===== config.mk =====
export PLATFORM = sky130hd
export DESIGN_NAME = backend
export DESIGN_NICKNAME = d
export VERILOG_FILES = /design/src/hw/pipeline_pkg.sv /design/src/hw/dispatch_regfile_if.sv /design/src/hw/backend.sv /design/src/hw/decoder.sv /design/src/hw/dispatch.sv /design/src/hw/execute.sv /design/src/hw/mem_wb.sv /design/src/hw/regfile.sv
export SDC_FILE = /design/constraint.sdc
export NUM_CORES = 2
export LEC_CHECK = 0
export BUFFER_PORTS_ARGS = -buffer_cell sky130_fd_sc_hd__buf_4
export CAP_MARGIN = 5
export CORE_ASPECT_RATIO = 0.5
export CORE_UTILIZATION = 45
export DETAILED_ROUTE_END_ITERATION = 12
export MAX_ROUTING_LAYER = met4
export PLACE_DENSITY = 0.72
export SETUP_SLACK_MARGIN = 0.2
export SLEW_MARGIN = 10
export SYNTH_ARGS = -nofsm -noshare
export SYNTH_HDL_FRONTEND = slang
export SYNTH_SLANG_ARGS = --single-unit

===== constraint.sdc =====
create_clock -name clk -period 7.1 [get_ports clk]
set_input_delay 0 -clock clk [delete_from_list [all_inputs] [get_ports clk]]
set_output_delay 0 -clock clk [all_outputs]
set_load 0.02 [all_outputs]

===== src/hw/pipeline_pkg.sv =====
`default_nettype none

package pipeline_pkg;

    localparam int xlen = 32;
    localparam int reg_addr_w = 5;
    localparam int reg_num = 1 << reg_addr_w;

    // andi r0, r0, 0
    localparam logic [31:0] nop_word = 32'h0340_0000;

    // major opcodes, one per instruction layout
    localparam logic [16:0] opc_add_w = 17'h00020;
    localparam logic [16:0] opc_sub_w = 17'h00022;
    localparam logic [16:0] opc_and = 17'h00029;
    localparam logic [16:0] opc_or = 17'h0002a;
    localparam logic [16:0] opc_xor = 17'h0002b;
    localparam logic [9:0] opc_addi_w = 10'h00a;
    localparam logic [9:0] opc_ld_w = 10'h0a2;
    localparam logic [9:0] opc_st_w = 10'h0a6;
    localparam logic [6:0] opc_lu12i_w = 7'h0a;

    typedef enum logic [3:0] {
        op_none,
        op_add,
        op_sub,
        op_and,
        op_or,
        op_xor,
        op_lui,
        op_load,
        op_store
    } aluop_t;

    typedef struct packed {
        logic [16:0] opcode;
        logic [reg_addr_w-1:0] rk;
        logic [reg_addr_w-1:0] rj;
        logic [reg_addr_w-1:0] rd;
    } inst_r3_t;

    typedef struct packed {
        logic [9:0] opcode;
        logic [11:0] imm12;
        logic [reg_addr_w-1:0] rj;
        logic [reg_addr_w-1:0] rd;
    } inst_ri12_t;

    typedef struct packed {
        logic [6:0] opcode;
        logic [19:0] imm20;
        logic [reg_addr_w-1:0] rd;
    } inst_ri20_t;

    typedef union packed {
        inst_r3_t r3;
        inst_ri12_t ri12;
        inst_ri20_t ri20;
    } inst_t;

    typedef struct packed {
        logic valid;
        logic [31:0] pc;
        aluop_t aluop;
        logic [reg_addr_w-1:0] rj;
        logic [reg_addr_w-1:0] rk_or_rd_src;
        logic [xlen-1:0] imm;
        logic use_imm;
        logic reg_write_en;
        logic [reg_addr_w-1:0] reg_write_addr;
    } id_dispatch_t;

    typedef struct packed {
        logic valid;
        logic [31:0] pc;
        aluop_t aluop;
        logic [xlen-1:0] src1;
        logic [xlen-1:0] src2;
        logic [xlen-1:0] store_data;
        logic reg_write_en;
        logic [reg_addr_w-1:0] reg_write_addr;
    } dispatch_ex_t;

    typedef struct packed {
        logic valid;
        logic [31:0] pc;
        logic is_load;
        logic reg_write_en;
        logic [reg_addr_w-1:0] reg_write_addr;
        logic [xlen-1:0] result;
    } ex_mem_t;

    typedef struct packed {
        logic reg_write_en;
        logic [reg_addr_w-1:0] reg_write_addr;
        logic [xlen-1:0] reg_write_data;
    } push_forward_t;

endpackage

`default_nettype wire


===== src/hw/dispatch_regfile_if.sv =====
`timescale 1ns/1ps
`default_nettype none

interface dispatch_regfile_if;
    import pipeline_pkg::*;

    logic [reg_addr_w-1:0] raddr1;
    logic [reg_addr_w-1:0] raddr2;
    logic [xlen-1:0] rdata1;
    logic [xlen-1:0] rdata2;

    modport master (
        output raddr1, raddr2,
        input rdata1, rdata2
    );

    modport slave (
        input raddr1, raddr2,
        output rdata1, rdata2
    );

endinterface

`default_nettype wire


===== src/hw/backend.sv =====
`timescale 1ns/1ps
`default_nettype none

module backend (
    input logic clk,
    input logic rst_i,

    // frontend
    input logic inst_valid_i,
    input logic [31:0] inst_i,
    input logic [31:0] pc_i,
    output logic stall_o,

    // data memory
    output logic dmem_en_o,
    output logic dmem_we_o,
    output logic [31:0] dmem_addr_o,
    output logic [31:0] dmem_wdata_o,
    input logic [31:0] dmem_rdata_i,

    // writeback trace
    output logic [31:0] debug_wb_pc_o,
    output logic debug_wb_rf_we_o,
    output logic [4:0] debug_wb_rf_wnum_o,
    output logic [31:0] debug_wb_rf_wdata_o
);
    import pipeline_pkg::*;

    dispatch_regfile_if rf_io ();

    id_dispatch_t id_rec;
    dispatch_ex_t ex_rec;
    ex_mem_t mem_rec;
    push_forward_t ex_fwd;
    push_forward_t mem_fwd;
    logic ex_is_load;

    decoder u_decoder (
        .clk,
        .rst_i,
        .inst_valid_i,
        .inst_i,
        .pc_i,
        .stall_i(stall_o),
        .id_o(id_rec)
    );

    dispatch u_dispatch (
        .clk,
        .rst_i,
        .id_i(id_rec),
        .rf(rf_io.master),
        .ex_forward_i(ex_fwd),
        .mem_forward_i(mem_fwd),
        .ex_is_load_i(ex_is_load),
        .stall_o,
        .dispatch_o(ex_rec)
    );

    execute u_execute (
        .clk,
        .rst_i,
        .ex_i(ex_rec),
        .ex_forward_o(ex_fwd),
        .ex_is_load_o(ex_is_load),
        .dmem_en_o,
        .dmem_we_o,
        .dmem_addr_o,
        .dmem_wdata_o,
        .mem_o(mem_rec)
    );

    mem_wb u_mem_wb (
        .clk,
        .rst_i,
        .mem_i(mem_rec),
        .dmem_rdata_i,
        .mem_forward_o(mem_fwd),
        .wb_we_o(debug_wb_rf_we_o),
        .wb_waddr_o(debug_wb_rf_wnum_o),
        .wb_wdata_o(debug_wb_rf_wdata_o),
        .wb_pc_o(debug_wb_pc_o)
    );

    // writeback record is also the debug trace
    regfile u_regfile (
        .clk,
        .rst_i,
        .we_i(debug_wb_rf_we_o),
        .waddr_i(debug_wb_rf_wnum_o),
        .wdata_i(debug_wb_rf_wdata_o),
        .rf(rf_io.slave)
    );

endmodule

`default_nettype wire


===== src/hw/decoder.sv =====
`timescale 1ns/1ps
`default_nettype none

module decoder (
    input logic clk,
    input logic rst_i,

    input logic inst_valid_i,
    input pipeline_pkg::inst_t inst_i,
    input logic [31:0] pc_i,
    input logic stall_i,

    output pipeline_pkg::id_dispatch_t id_o
);
    import pipeline_pkg::*;

    id_dispatch_t dec;
    logic known;
    logic writes_rd;

    always_comb begin
        dec = '0;
        dec.pc = pc_i;
        dec.aluop = op_none;
        known = 1'b1;
        writes_rd = 1'b1;

        if (inst_i.r3.opcode == opc_add_w || inst_i.r3.opcode == opc_sub_w ||
            inst_i.r3.opcode == opc_and || inst_i.r3.opcode == opc_or ||
            inst_i.r3.opcode == opc_xor) begin
            dec.rj = inst_i.r3.rj;
            dec.rk_or_rd_src = inst_i.r3.rk;
            dec.reg_write_addr = inst_i.r3.rd;
            case (inst_i.r3.opcode)
                opc_add_w: dec.aluop = op_add;
                opc_sub_w: dec.aluop = op_sub;
                opc_and: dec.aluop = op_and;
                opc_or: dec.aluop = op_or;
                default: dec.aluop = op_xor;
            endcase
        end else if (inst_i.ri12.opcode == opc_addi_w || inst_i.ri12.opcode == opc_ld_w ||
                     inst_i.ri12.opcode == opc_st_w) begin
            dec.rj = inst_i.ri12.rj;
            dec.reg_write_addr = inst_i.ri12.rd;
            dec.imm = {{(xlen - 12){inst_i.ri12.imm12[11]}}, inst_i.ri12.imm12};
            dec.use_imm = 1'b1;
            if (inst_i.ri12.opcode == opc_addi_w) begin
                dec.aluop = op_add;
            end else if (inst_i.ri12.opcode == opc_ld_w) begin
                dec.aluop = op_load;
            end else begin
                // store data comes from rd
                dec.aluop = op_store;
                dec.rk_or_rd_src = inst_i.ri12.rd;
                writes_rd = 1'b0;
            end
        end else if (inst_i.ri20.opcode == opc_lu12i_w) begin
            dec.aluop = op_lui;
            dec.reg_write_addr = inst_i.ri20.rd;
            dec.imm = {inst_i.ri20.imm20, 12'b0};
            dec.use_imm = 1'b1;
        end else begin
            known = 1'b0;
        end

        dec.valid = inst_valid_i && known && inst_i != nop_word;
        dec.reg_write_en = dec.valid && writes_rd && dec.reg_write_addr != '0;
    end

    always_ff @(posedge clk) begin
        if (rst_i) begin
            id_o <= '0;
        end else if (!stall_i) begin
            id_o <= dec;
        end
    end

endmodule

`default_nettype wire


===== src/hw/dispatch.sv =====
`timescale 1ns/1ps
`default_nettype none

module dispatch (
    input logic clk,
    input logic rst_i,

    input pipeline_pkg::id_dispatch_t id_i,

    dispatch_regfile_if.master rf,

    input pipeline_pkg::push_forward_t ex_forward_i,
    input pipeline_pkg::push_forward_t mem_forward_i,
    input logic ex_is_load_i,

    output logic stall_o,
    output pipeline_pkg::dispatch_ex_t dispatch_o
);
    import pipeline_pkg::*;

    logic [xlen-1:0] rj_val;
    logic [xlen-1:0] r2_val;
    logic load_stall;
    dispatch_ex_t nxt;

    // ex wins over mem, mem over the regfile read
    function automatic logic [xlen-1:0] resolve(
        input logic [reg_addr_w-1:0] addr,
        input logic [xlen-1:0] rf_data,
        input push_forward_t ex_fwd,
        input push_forward_t mem_fwd
    );
        logic [xlen-1:0] data;
        data = rf_data;
        if (mem_fwd.reg_write_en && mem_fwd.reg_write_addr == addr) begin
            data = mem_fwd.reg_write_data;
        end
        if (ex_fwd.reg_write_en && ex_fwd.reg_write_addr == addr) begin
            data = ex_fwd.reg_write_data;
        end
        return data;
    endfunction

    assign rf.raddr1 = id_i.rj;
    assign rf.raddr2 = id_i.rk_or_rd_src;

    assign rj_val = resolve(id_i.rj, rf.rdata1, ex_forward_i, mem_forward_i);
    assign r2_val = resolve(id_i.rk_or_rd_src, rf.rdata2, ex_forward_i, mem_forward_i);

    // load data is not ready until mem, unused sources are r0
    assign load_stall = id_i.valid && ex_is_load_i &&
                        (id_i.rj == ex_forward_i.reg_write_addr ||
                         id_i.rk_or_rd_src == ex_forward_i.reg_write_addr);

    assign stall_o = load_stall;

    always_comb begin
        nxt.valid = id_i.valid && !load_stall;
        nxt.pc = id_i.pc;
        nxt.aluop = id_i.aluop;
        nxt.src1 = rj_val;
        nxt.src2 = id_i.use_imm ? id_i.imm : r2_val;
        nxt.store_data = r2_val;
        nxt.reg_write_en = id_i.reg_write_en && !load_stall;
        nxt.reg_write_addr = id_i.reg_write_addr;
    end

    always_ff @(posedge clk) begin
        if (rst_i) begin
            dispatch_o <= '0;
        end else begin
            dispatch_o <= nxt;
        end
    end

    // the bubble put into execute clears the hazard
    assert property (@(posedge clk) disable iff (rst_i) stall_o |=> !stall_o);

endmodule

`default_nettype wire


===== src/hw/execute.sv =====
`timescale 1ns/1ps
`default_nettype none

module execute (
    input logic clk,
    input logic rst_i,

    input pipeline_pkg::dispatch_ex_t ex_i,

    output pipeline_pkg::push_forward_t ex_forward_o,
    output logic ex_is_load_o,

    output logic dmem_en_o,
    output logic dmem_we_o,
    output logic [pipeline_pkg::xlen-1:0] dmem_addr_o,
    output logic [pipeline_pkg::xlen-1:0] dmem_wdata_o,

    output pipeline_pkg::ex_mem_t mem_o
);
    import pipeline_pkg::*;

    logic [xlen-1:0] alu_res;
    logic is_load;
    logic is_store;

    always_comb begin
        case (ex_i.aluop)
            op_add, op_load, op_store: alu_res = ex_i.src1 + ex_i.src2;
            op_sub: alu_res = ex_i.src1 - ex_i.src2;
            op_and: alu_res = ex_i.src1 & ex_i.src2;
            op_or: alu_res = ex_i.src1 | ex_i.src2;
            op_xor: alu_res = ex_i.src1 ^ ex_i.src2;
            op_lui: alu_res = ex_i.src2;
            default: alu_res = '0;
        endcase
    end

    assign is_load = ex_i.aluop == op_load;
    assign is_store = ex_i.aluop == op_store;

    // request is sampled by the memory at the next edge
    assign dmem_en_o = ex_i.valid && (is_load || is_store);
    assign dmem_we_o = ex_i.valid && is_store;
    assign dmem_addr_o = alu_res;
    assign dmem_wdata_o = ex_i.store_data;

    // address still drives the hazard check for loads
    assign ex_forward_o.reg_write_en = ex_i.valid && ex_i.reg_write_en && !is_load;
    assign ex_forward_o.reg_write_addr = ex_i.reg_write_addr;
    assign ex_forward_o.reg_write_data = alu_res;

    assign ex_is_load_o = ex_i.valid && is_load && ex_i.reg_write_en;

    always_ff @(posedge clk) begin
        if (rst_i) begin
            mem_o <= '0;
        end else begin
            mem_o.valid <= ex_i.valid;
            mem_o.pc <= ex_i.pc;
            mem_o.is_load <= is_load;
            mem_o.reg_write_en <= ex_i.valid && ex_i.reg_write_en;
            mem_o.reg_write_addr <= ex_i.reg_write_addr;
            mem_o.result <= alu_res;
        end
    end

endmodule

`default_nettype wire


===== src/hw/mem_wb.sv =====
`timescale 1ns/1ps
`default_nettype none

module mem_wb (
    input logic clk,
    input logic rst_i,

    input pipeline_pkg::ex_mem_t mem_i,
    input logic [31:0] dmem_rdata_i,

    output pipeline_pkg::push_forward_t mem_forward_o,

    output logic wb_we_o,
    output logic [pipeline_pkg::reg_addr_w-1:0] wb_waddr_o,
    output logic [pipeline_pkg::xlen-1:0] wb_wdata_o,
    output logic [31:0] wb_pc_o
);
    import pipeline_pkg::*;

    logic [xlen-1:0] sel_data;
    logic write_en;

    // read data arrives in the cycle after the request
    assign sel_data = mem_i.is_load ? dmem_rdata_i : mem_i.result;
    assign write_en = mem_i.valid && mem_i.reg_write_en;

    assign mem_forward_o.reg_write_en = write_en;
    assign mem_forward_o.reg_write_addr = mem_i.reg_write_addr;
    assign mem_forward_o.reg_write_data = sel_data;

    always_ff @(posedge clk) begin
        if (rst_i) begin
            wb_we_o <= 1'b0;
            wb_waddr_o <= '0;
            wb_wdata_o <= '0;
            wb_pc_o <= '0;
        end else begin
            wb_we_o <= write_en;
            wb_waddr_o <= mem_i.reg_write_addr;
            wb_wdata_o <= sel_data;
            wb_pc_o <= mem_i.pc;
        end
    end

endmodule

`default_nettype wire


===== src/hw/regfile.sv =====
`timescale 1ns/1ps
`default_nettype none

module regfile (
    input logic clk,
    input logic rst_i,

    input logic we_i,
    input logic [pipeline_pkg::reg_addr_w-1:0] waddr_i,
    input logic [pipeline_pkg::xlen-1:0] wdata_i,

    dispatch_regfile_if.slave rf
);
    import pipeline_pkg::*;

    logic [xlen-1:0] regs [reg_num];

    // same-cycle write is visible to the reader
    function automatic logic [xlen-1:0] read_port(input logic [reg_addr_w-1:0] addr);
        logic [xlen-1:0] data;
        if (addr == '0) begin
            data = '0;
        end else if (we_i && waddr_i == addr) begin
            data = wdata_i;
        end else begin
            data = regs[addr];
        end
        return data;
    endfunction

    always_ff @(posedge clk) begin
        if (rst_i) begin
            for (int i = 0; i < reg_num; i++) begin
                regs[i] <= '0;
            end
        end else if (we_i && waddr_i != '0) begin
            regs[waddr_i] <= wdata_i;
        end
    end

    always_comb begin
        rf.rdata1 = read_port(rf.raddr1);
        rf.rdata2 = read_port(rf.raddr2);
    end

    // decoder drops r0 destinations, so none should reach writeback
    assert property (@(posedge clk) disable iff (rst_i) !(we_i && waddr_i == '0));

endmodule

`default_nettype wire


### Word level (Yosys, flattened, before mapping)

Memories as Yosys holds them, arrays and structs flattened. A register that Yosys moved wholly into a read port is not among the register bits.
Cells that the tools add are included.

| operators by class | value |
|---|---|
| bitwise operators | 3 |
| add/sub/neg operators | 2 |
| equality and inequality tests | 26 |
| mux-type cells | 45 |
| reductions and logical operators | 38 |

Operators by type and width:

| cell | count |
|---|---|
| $mux W32 | 11 |
| $pmux W32 S6 | 1 |
| $mux W33 | 3 |
| $eq A17 B6 Y1 const B | 5 |
| $mux W5 | 10 |
| $eq A5 B5 Y1 | 8 |
| $add A32 B32 Y32 | 1 |
| $and A32 B32 Y32 | 1 |
| $ne A32 B26 Y1 const B | 1 |
| $or A32 B32 Y32 | 1 |
| $reduce_or A32 Y1 | 1 |
| $sub A32 B32 Y32 | 1 |
| $xor A32 B32 Y32 | 1 |
| $logic_and A1 B1 Y1 | 22 |
| $eq A10 B8 Y1 const B | 2 |
| $eq A4 B3 Y1 const B | 4 |
| $mux W14 | 1 |
| $mux W1 | 13 |
| $mux W4 | 3 |
| $pmux W3 S4 | 1 |
| $eq A10 B4 Y1 const B | 1 |
| $logic_not A5 Y1 | 2 |
| $mux W10 | 1 |
| $reduce_bool A5 Y1 | 2 |
| 8 further kinds | 17 |

| word-level totals | value |
|---|---|
| memories | 1 |
| bits in writable memories | 1024 |
| register bits | 367 |
| output and inout bits | 137 |
| input bits | 99 |
| word-level logic and storage cells | 142 |

Memory list:

| name | depth | width | rd ports | clocked after Yosys merged registers in | write ports | RTL line | RTL |
|---|---|---|---|---|---|---|---|
| u_regfile.regs | 32 | 32 | 2 | 2 | 32 | regfile.sv:16 | `logic [xlen-1:0] regs [reg_num];` |

### Depth between registers and ports, before layout

| depth | value |
|---|---|
| depth in word-level cells | 10 |
| mapped depth | 18 |

### Cells and area by module

From an unflattened synthesis, not the netlist that was laid out.

| unflattened totals | value |
|---|---|
| cells, all modules | 5759 |
| area total of the unflattened synthesis | 73376.6 um^2 |

By module, submodules not included:

| module | times used | area an instance (um^2) | cells each |
|---|---|---|---|
| regfile | 1 | 54722.5 | 3740 |
| execute | 1 | 7198.2 | 929 |
| dispatch | 1 | 5741.8 | 568 |
| decoder | 1 | 3279.4 | 332 |
| mem_wb | 1 | 2434.8 | 190 |

### Least setup slack after synthesis

OpenSTA, ideal clock, no wires.

| timing | value |
|---|---|
| path type | reg2reg |
| start point | register u_dispatch.dispatch_o[103] (netlist name) |
| end point | register u_dispatch.dispatch_o[64] (netlist name) |
| stages on the path, launching flop included | 16 |
| data arrival time | 4.356 ns |
| slack | 2.610 ns |
| period minus slack after synthesis | 4.490 ns |
| library setup time | 0.134 ns |
| path through | dfxtp_1 -> clkbuf_1 -> nor4b_1 -> clkbuf_1 -> nor2_1 -> xnor2_1 -> ha_1 -> and2_1 -> and3_1 -> o211ai_1 -> a2111oi_0 -> o21ai_1 -> o2111a_1 -> a211oi_1 -> a22o_1 -> o22ai_1 |

| between the ends | value |
|---|---|
| longest elaborated chain between the ends | 6 |
| elaborated cells on any way between the ends | 15 |

Ends and longest elaborated chain:

| element | RTL line | RTL |
|---|---|---|
| start, declared | dispatch.sv:17 | `output pipeline_pkg::dispatch_ex_t dispatch_o` |
| start signal, assigned | dispatch.sv:72 | `dispatch_o <= nxt;` |
| branches (longest 4 deep; another with $pmux W32 S6) | -- |  |
| $mux W32 (*) | dispatch.sv:38 | `if (ex_fwd.reg_write_en && ex_fwd.reg_write_addr == addr) begin` |
| $mux W32 (*) | dispatch.sv:62 | `nxt.src2 = id_i.use_imm ? id_i.imm : r2_val;` |

Every way passes the cells marked *.
A chain may end at the register's enable or synchronous reset.

### Worst setup path after layout

| timing | value |
|---|---|
| start point | register u_dispatch.dispatch_o[43] (netlist name) |
| end point | output port dmem_addr_o[26] |

| between the ends | value |
|---|---|
| longest elaborated chain between the ends | 2 |
| elaborated cells on any way between the ends | 3 |

Ends and longest elaborated chain:

| element | RTL line | RTL |
|---|---|---|
| $sub A32 B32 Y32 / $add A32 B32 Y32 (equally long branches) | execute.sv:29, execute.sv:28 |  |
| $pmux W32 S6 (*) | execute.sv:27 | `case (ex_i.aluop)` |
| end, declared | backend.sv:17 | `output logic [31:0] dmem_addr_o,` |

Every way passes the cells marked *; elsewhere a longest branch is shown, timed or not.

==> impl_results.md <==
* First-iteration detailed-routing DRC count at 8197
* Delay-heaviest family, CP: compound AO/OA/AOI/OAI gates
* Clk slew on worst S/H paths at 0.06 ns
* Die X at 568.3 µm
* Max Cap Viol at 0
* Clk Latency, worst-skew pair at 0.79 ns
* First-pass GRT wire length at 350200 µm
* Crit path buf inv count at 2
* Vias in the first global route at 49105
* Crit-path slowest cell: a2111oi_0
* Slew Viols, Final at 0
* Routability Congestion at 0.9389
* Post-synth top flop: edfxtp_1
* Leak at 27.94 nW
* Pin count of the biggest net entering global routing at 183
* Critical path depth at 13
* H-tree levels at 4
* Synth Register Bits at 1401
* R2r setup slk at 1.65 ns
* CP peak stage delay at 0.94 ns
* Via count at 49755
* Synth Instances at 5339
* Final setup TNS at 0 ns
* RSZ-0062 raised after global routing: no
* Setup WS pre-CTS at 1.595 ns
* Post-CTS Setup Repair Bufs at 0
* # IOs at 236
* Crit Path Max Fanout at 11
* Post-DP HPWL at 147900 µm
* Async set or reset register ratio after synthesis at 0%
* CTS Buffer Depth at 3
* Hold WC Path Type: in -> reg
* Top Layer Used: met4
* FILL cells at 12961
* Root Buffer Master: clkbuf_16
* Hold depth at 4
* Fmax at 166.9 MHz
* Clock sink total at 1401
* Die area at 162100 µm²
* Core Area at 158500 µm²
* Final WL at 246700 µm
* Mapped Area at 72160 µm²
* Worst Tran Pin Value at 1.237 ns
* Worst Hold Path EP: u_decoder.id_o[66]$_SDFFE_PP0N_
* Met3 WL post-DR at 36070 µm
* Nets at 5611
* PostCTS Resize Cnt at 0
* Worst Skew at 0.03979 ns
* Routed Antenna Nets at 0
* Total GRT Usage at 31.05%
* Type of origin of the critical path: register
* WL per Instance at 32.32 µm
* Worst Path Required at 7.10 ns
* Number of buffers added on ports at 235
* Row count at 103
* Synthesized area per cell at 13.52 µm²
* Pre-antenna DRT Iters at 8
* Area of the multi-input gates at 31550 µm²
* Relative slew slack at 15.18%
* Power per cell area at 213.4 nW/µm²
* Die Y at 285.2 µm
* Share of layout cells above drive strength 1 at 23.80%
* CP cell instances: nor4_1 > nand4_1 > nor2_1 > a31oi_1 > xnor2_1 > ha_1 > nand4_1 > a2111oi_0 > o21ai_1 > o2111a_1 > a211oi_1 > inv_1 > buf_4
* CTS tree: done
* Yosys Warn Count at 0
* Register area at 38340 µm²
* HP Start: pc_i[13]
* Post-synth EDFFs at 1024
* # hold bufs at CTS at 108
* Post-synthesis sequential area ratio at 53.07%
* Critical path arrival at 5.99 ns
* Initial Utilization at 45.53%
* Worst R2R Start: u_dispatch.dispatch_o[43]$_SDFF_PP0_
* Count of final setup violators at 0
* DRC Markers at 0
* RR Endpoint: u_dispatch.dispatch_o[64]$_SDFF_PP0_
* Fin worst setup slack at 1.110 ns
* Drt via density at 6.518
* Status: completed
* Peak VDD IR at 0.2374 mV
* DR WL met2 at 111200 µm
* Critical path class: reg -> out
* Setup crit end kind: output port
* Num CTS Buffers at 134
* CP dominant cell by count: nand4_1
* Worst R2R Path Depth at 13
* GRT overflow at 0
* Post-Route M1 WL at 87290 µm
* Fin crit share at 84.37%
* Cell variety after synth at 81
* Initial antenna violation count at 26
* Post-route minimum period at 5.990 ns
* Final Hold Viols at 0
* Layout overhead on the synthesized area at 12.42%
## report_power, final
group          internal [mW]  total, mW  switching [mW]
sequential              9.04       9.19           0.149
clock                   3.94       7.22            3.28
combinational          0.375      0.904           0.530
total                   13.4       17.3            3.96
## sequential cells by signal, indices dropped and copies added (netlist names), named ones only
signal,count
u_mem_wb.wb_we_o,1
u_dispatch.dispatch_o,139
u_decoder.id_o,86
u_mem_wb.wb_wdata_o,32
u_execute.mem_o,72
u_mem_wb.wb_waddr_o,5
u_regfile.regs,1024
u_mem_wb.wb_pc_o,32
## layer usage
layer	vias to the layer above	track usage, %
met3	744	10.61
met4	0	13.83
met5	-	-
met2	3842	46.34
li1	20003	-
met1	25166	38.30
## logic make-up after synthesis
| kind of cell | synth area share [%] |
|---|---|
| xor+xnor | 0.9831 |
| compound gates | 5.323 |
| buf+inv | 3.842 |
| mux | 21.28 |
| fa+ha+maj | 1.692 |
| simple gates | 13.80 |
| other cells | 0.005196 |
| flops | 53.07 |
## worst register-to-register path, cell delays in order, from the launching register on
cell and delay [ns]:
dfxtp_1 0.36, nor4_1 0.63, nand4_1 0.47, nor2_1 0.39
a31oi_1 0.15, xnor2_1 0.15, ha_1 0.53, nand4_1 0.21
a2111oi_0 0.94, o21ai_1 0.32, o2111a_1 0.31, a211oi_1 0.51
a22o_1 0.26, o22ai_1 0.09
## cells in the final DEF, fill, tap and decap left out, drive strengths merged, types with 132 or more instances in the layout
| cell | n |
|---|---|
| mux4 | 636 |
| clkbuf | 180 |
| edfxtp | 1024 |
| a21oi | 132 |
| and2 | 1002 |
| nor2 | 275 |
| dfxtp | 377 |
| o21ai | 138 |
| buf | 362 |
| nand2 | 184 |
## cell usage after synthesis, drive strengths merged (18+ instances only)
| master | count | share of area, % |
|---|---|---|
| o211ai | 29 | 0.31 |
| nor3 | 38 | 0.26 |
| dfxtp | 377 | 10 |
| mux2i | 83 | 1.2 |
| xor2 | 22 | 0.27 |
| or2 | 36 | 0.31 |
| buf | 153 | 1.2 |
| edfxtp | 1024 | 43 |
| nand2 | 184 | 0.96 |
| ha | 96 | 1.7 |
| nor2b | 130 | 1.1 |
| mux2 | 18 | 0.28 |
| mux4 | 636 | 20 |
| a211oi | 43 | 0.46 |
| a22oi | 48 | 0.50 |
| o21ai | 138 | 0.96 |
| o22ai | 24 | 0.21 |
| clkbuf | 408 | 2.1 |
| nor2 | 275 | 1.4 |
| and2 | 1002 | 8.7 |
| inv | 96 | 0.50 |
| a21oi | 132 | 0.92 |
| xnor2 | 59 | 0.72 |
| nand3 | 34 | 0.24 |
| a221oi | 58 | 0.70 |
## through the flow
step                      hold WS (ns)  total power, mW  utilization [%]  instance area (µm²)  std cells
after detailed placement        0.2629            10.18            47.77                75720       7271
final                          0.04873            17.31            51.18                81130       7634
after floorplan                 0.1405            9.763                -                72280       5370
after global placement          0.2567            10.13            47.77                75720       7271
after CTS                     0.006810            17.26            51.16                81090       7622
after global routing           0.02804            17.66            51.18                81120       7632
## how the worst max path moves through the flow
stage | from | to | slack, ns
2_1_floorplan | u_dispatch.dispatch_o[103]$_SDFF_PP0_ | u_dispatch.dispatch_o[64]$_SDFF_PP0_ | 2.61
3_3_place_gp | u_dispatch.dispatch_o[43]$_SDFF_PP0_ | u_dispatch.dispatch_o[64]$_SDFF_PP0_ | 1.83
3_5_place_dp | u_dispatch.dispatch_o[43]$_SDFF_PP0_ | u_dispatch.dispatch_o[64]$_SDFF_PP0_ | 1.60
4_1_cts | u_dispatch.dispatch_o[43]$_SDFF_PP0_ | dmem_addr_o[26] | 1.03
5_1_grt | u_dispatch.dispatch_o[43]$_SDFF_PP0_ | dmem_addr_o[26] | 0.74
6_report | u_dispatch.dispatch_o[43]$_SDFF_PP0_ | dmem_addr_o[26] | 1.11
## cell type report
class,count,share of cell area (%)
clock inverter,63,0.5892
clock buffer,180,4.692
multi-input combinational,3310,38.89
sequential,1401,47.26
antenna,12,0.03702
timing repair buffer,470,4.846
tap,2100,3.239
inverter,98,0.4534
No activity file was read; power rests on OpenSTA's default activity.
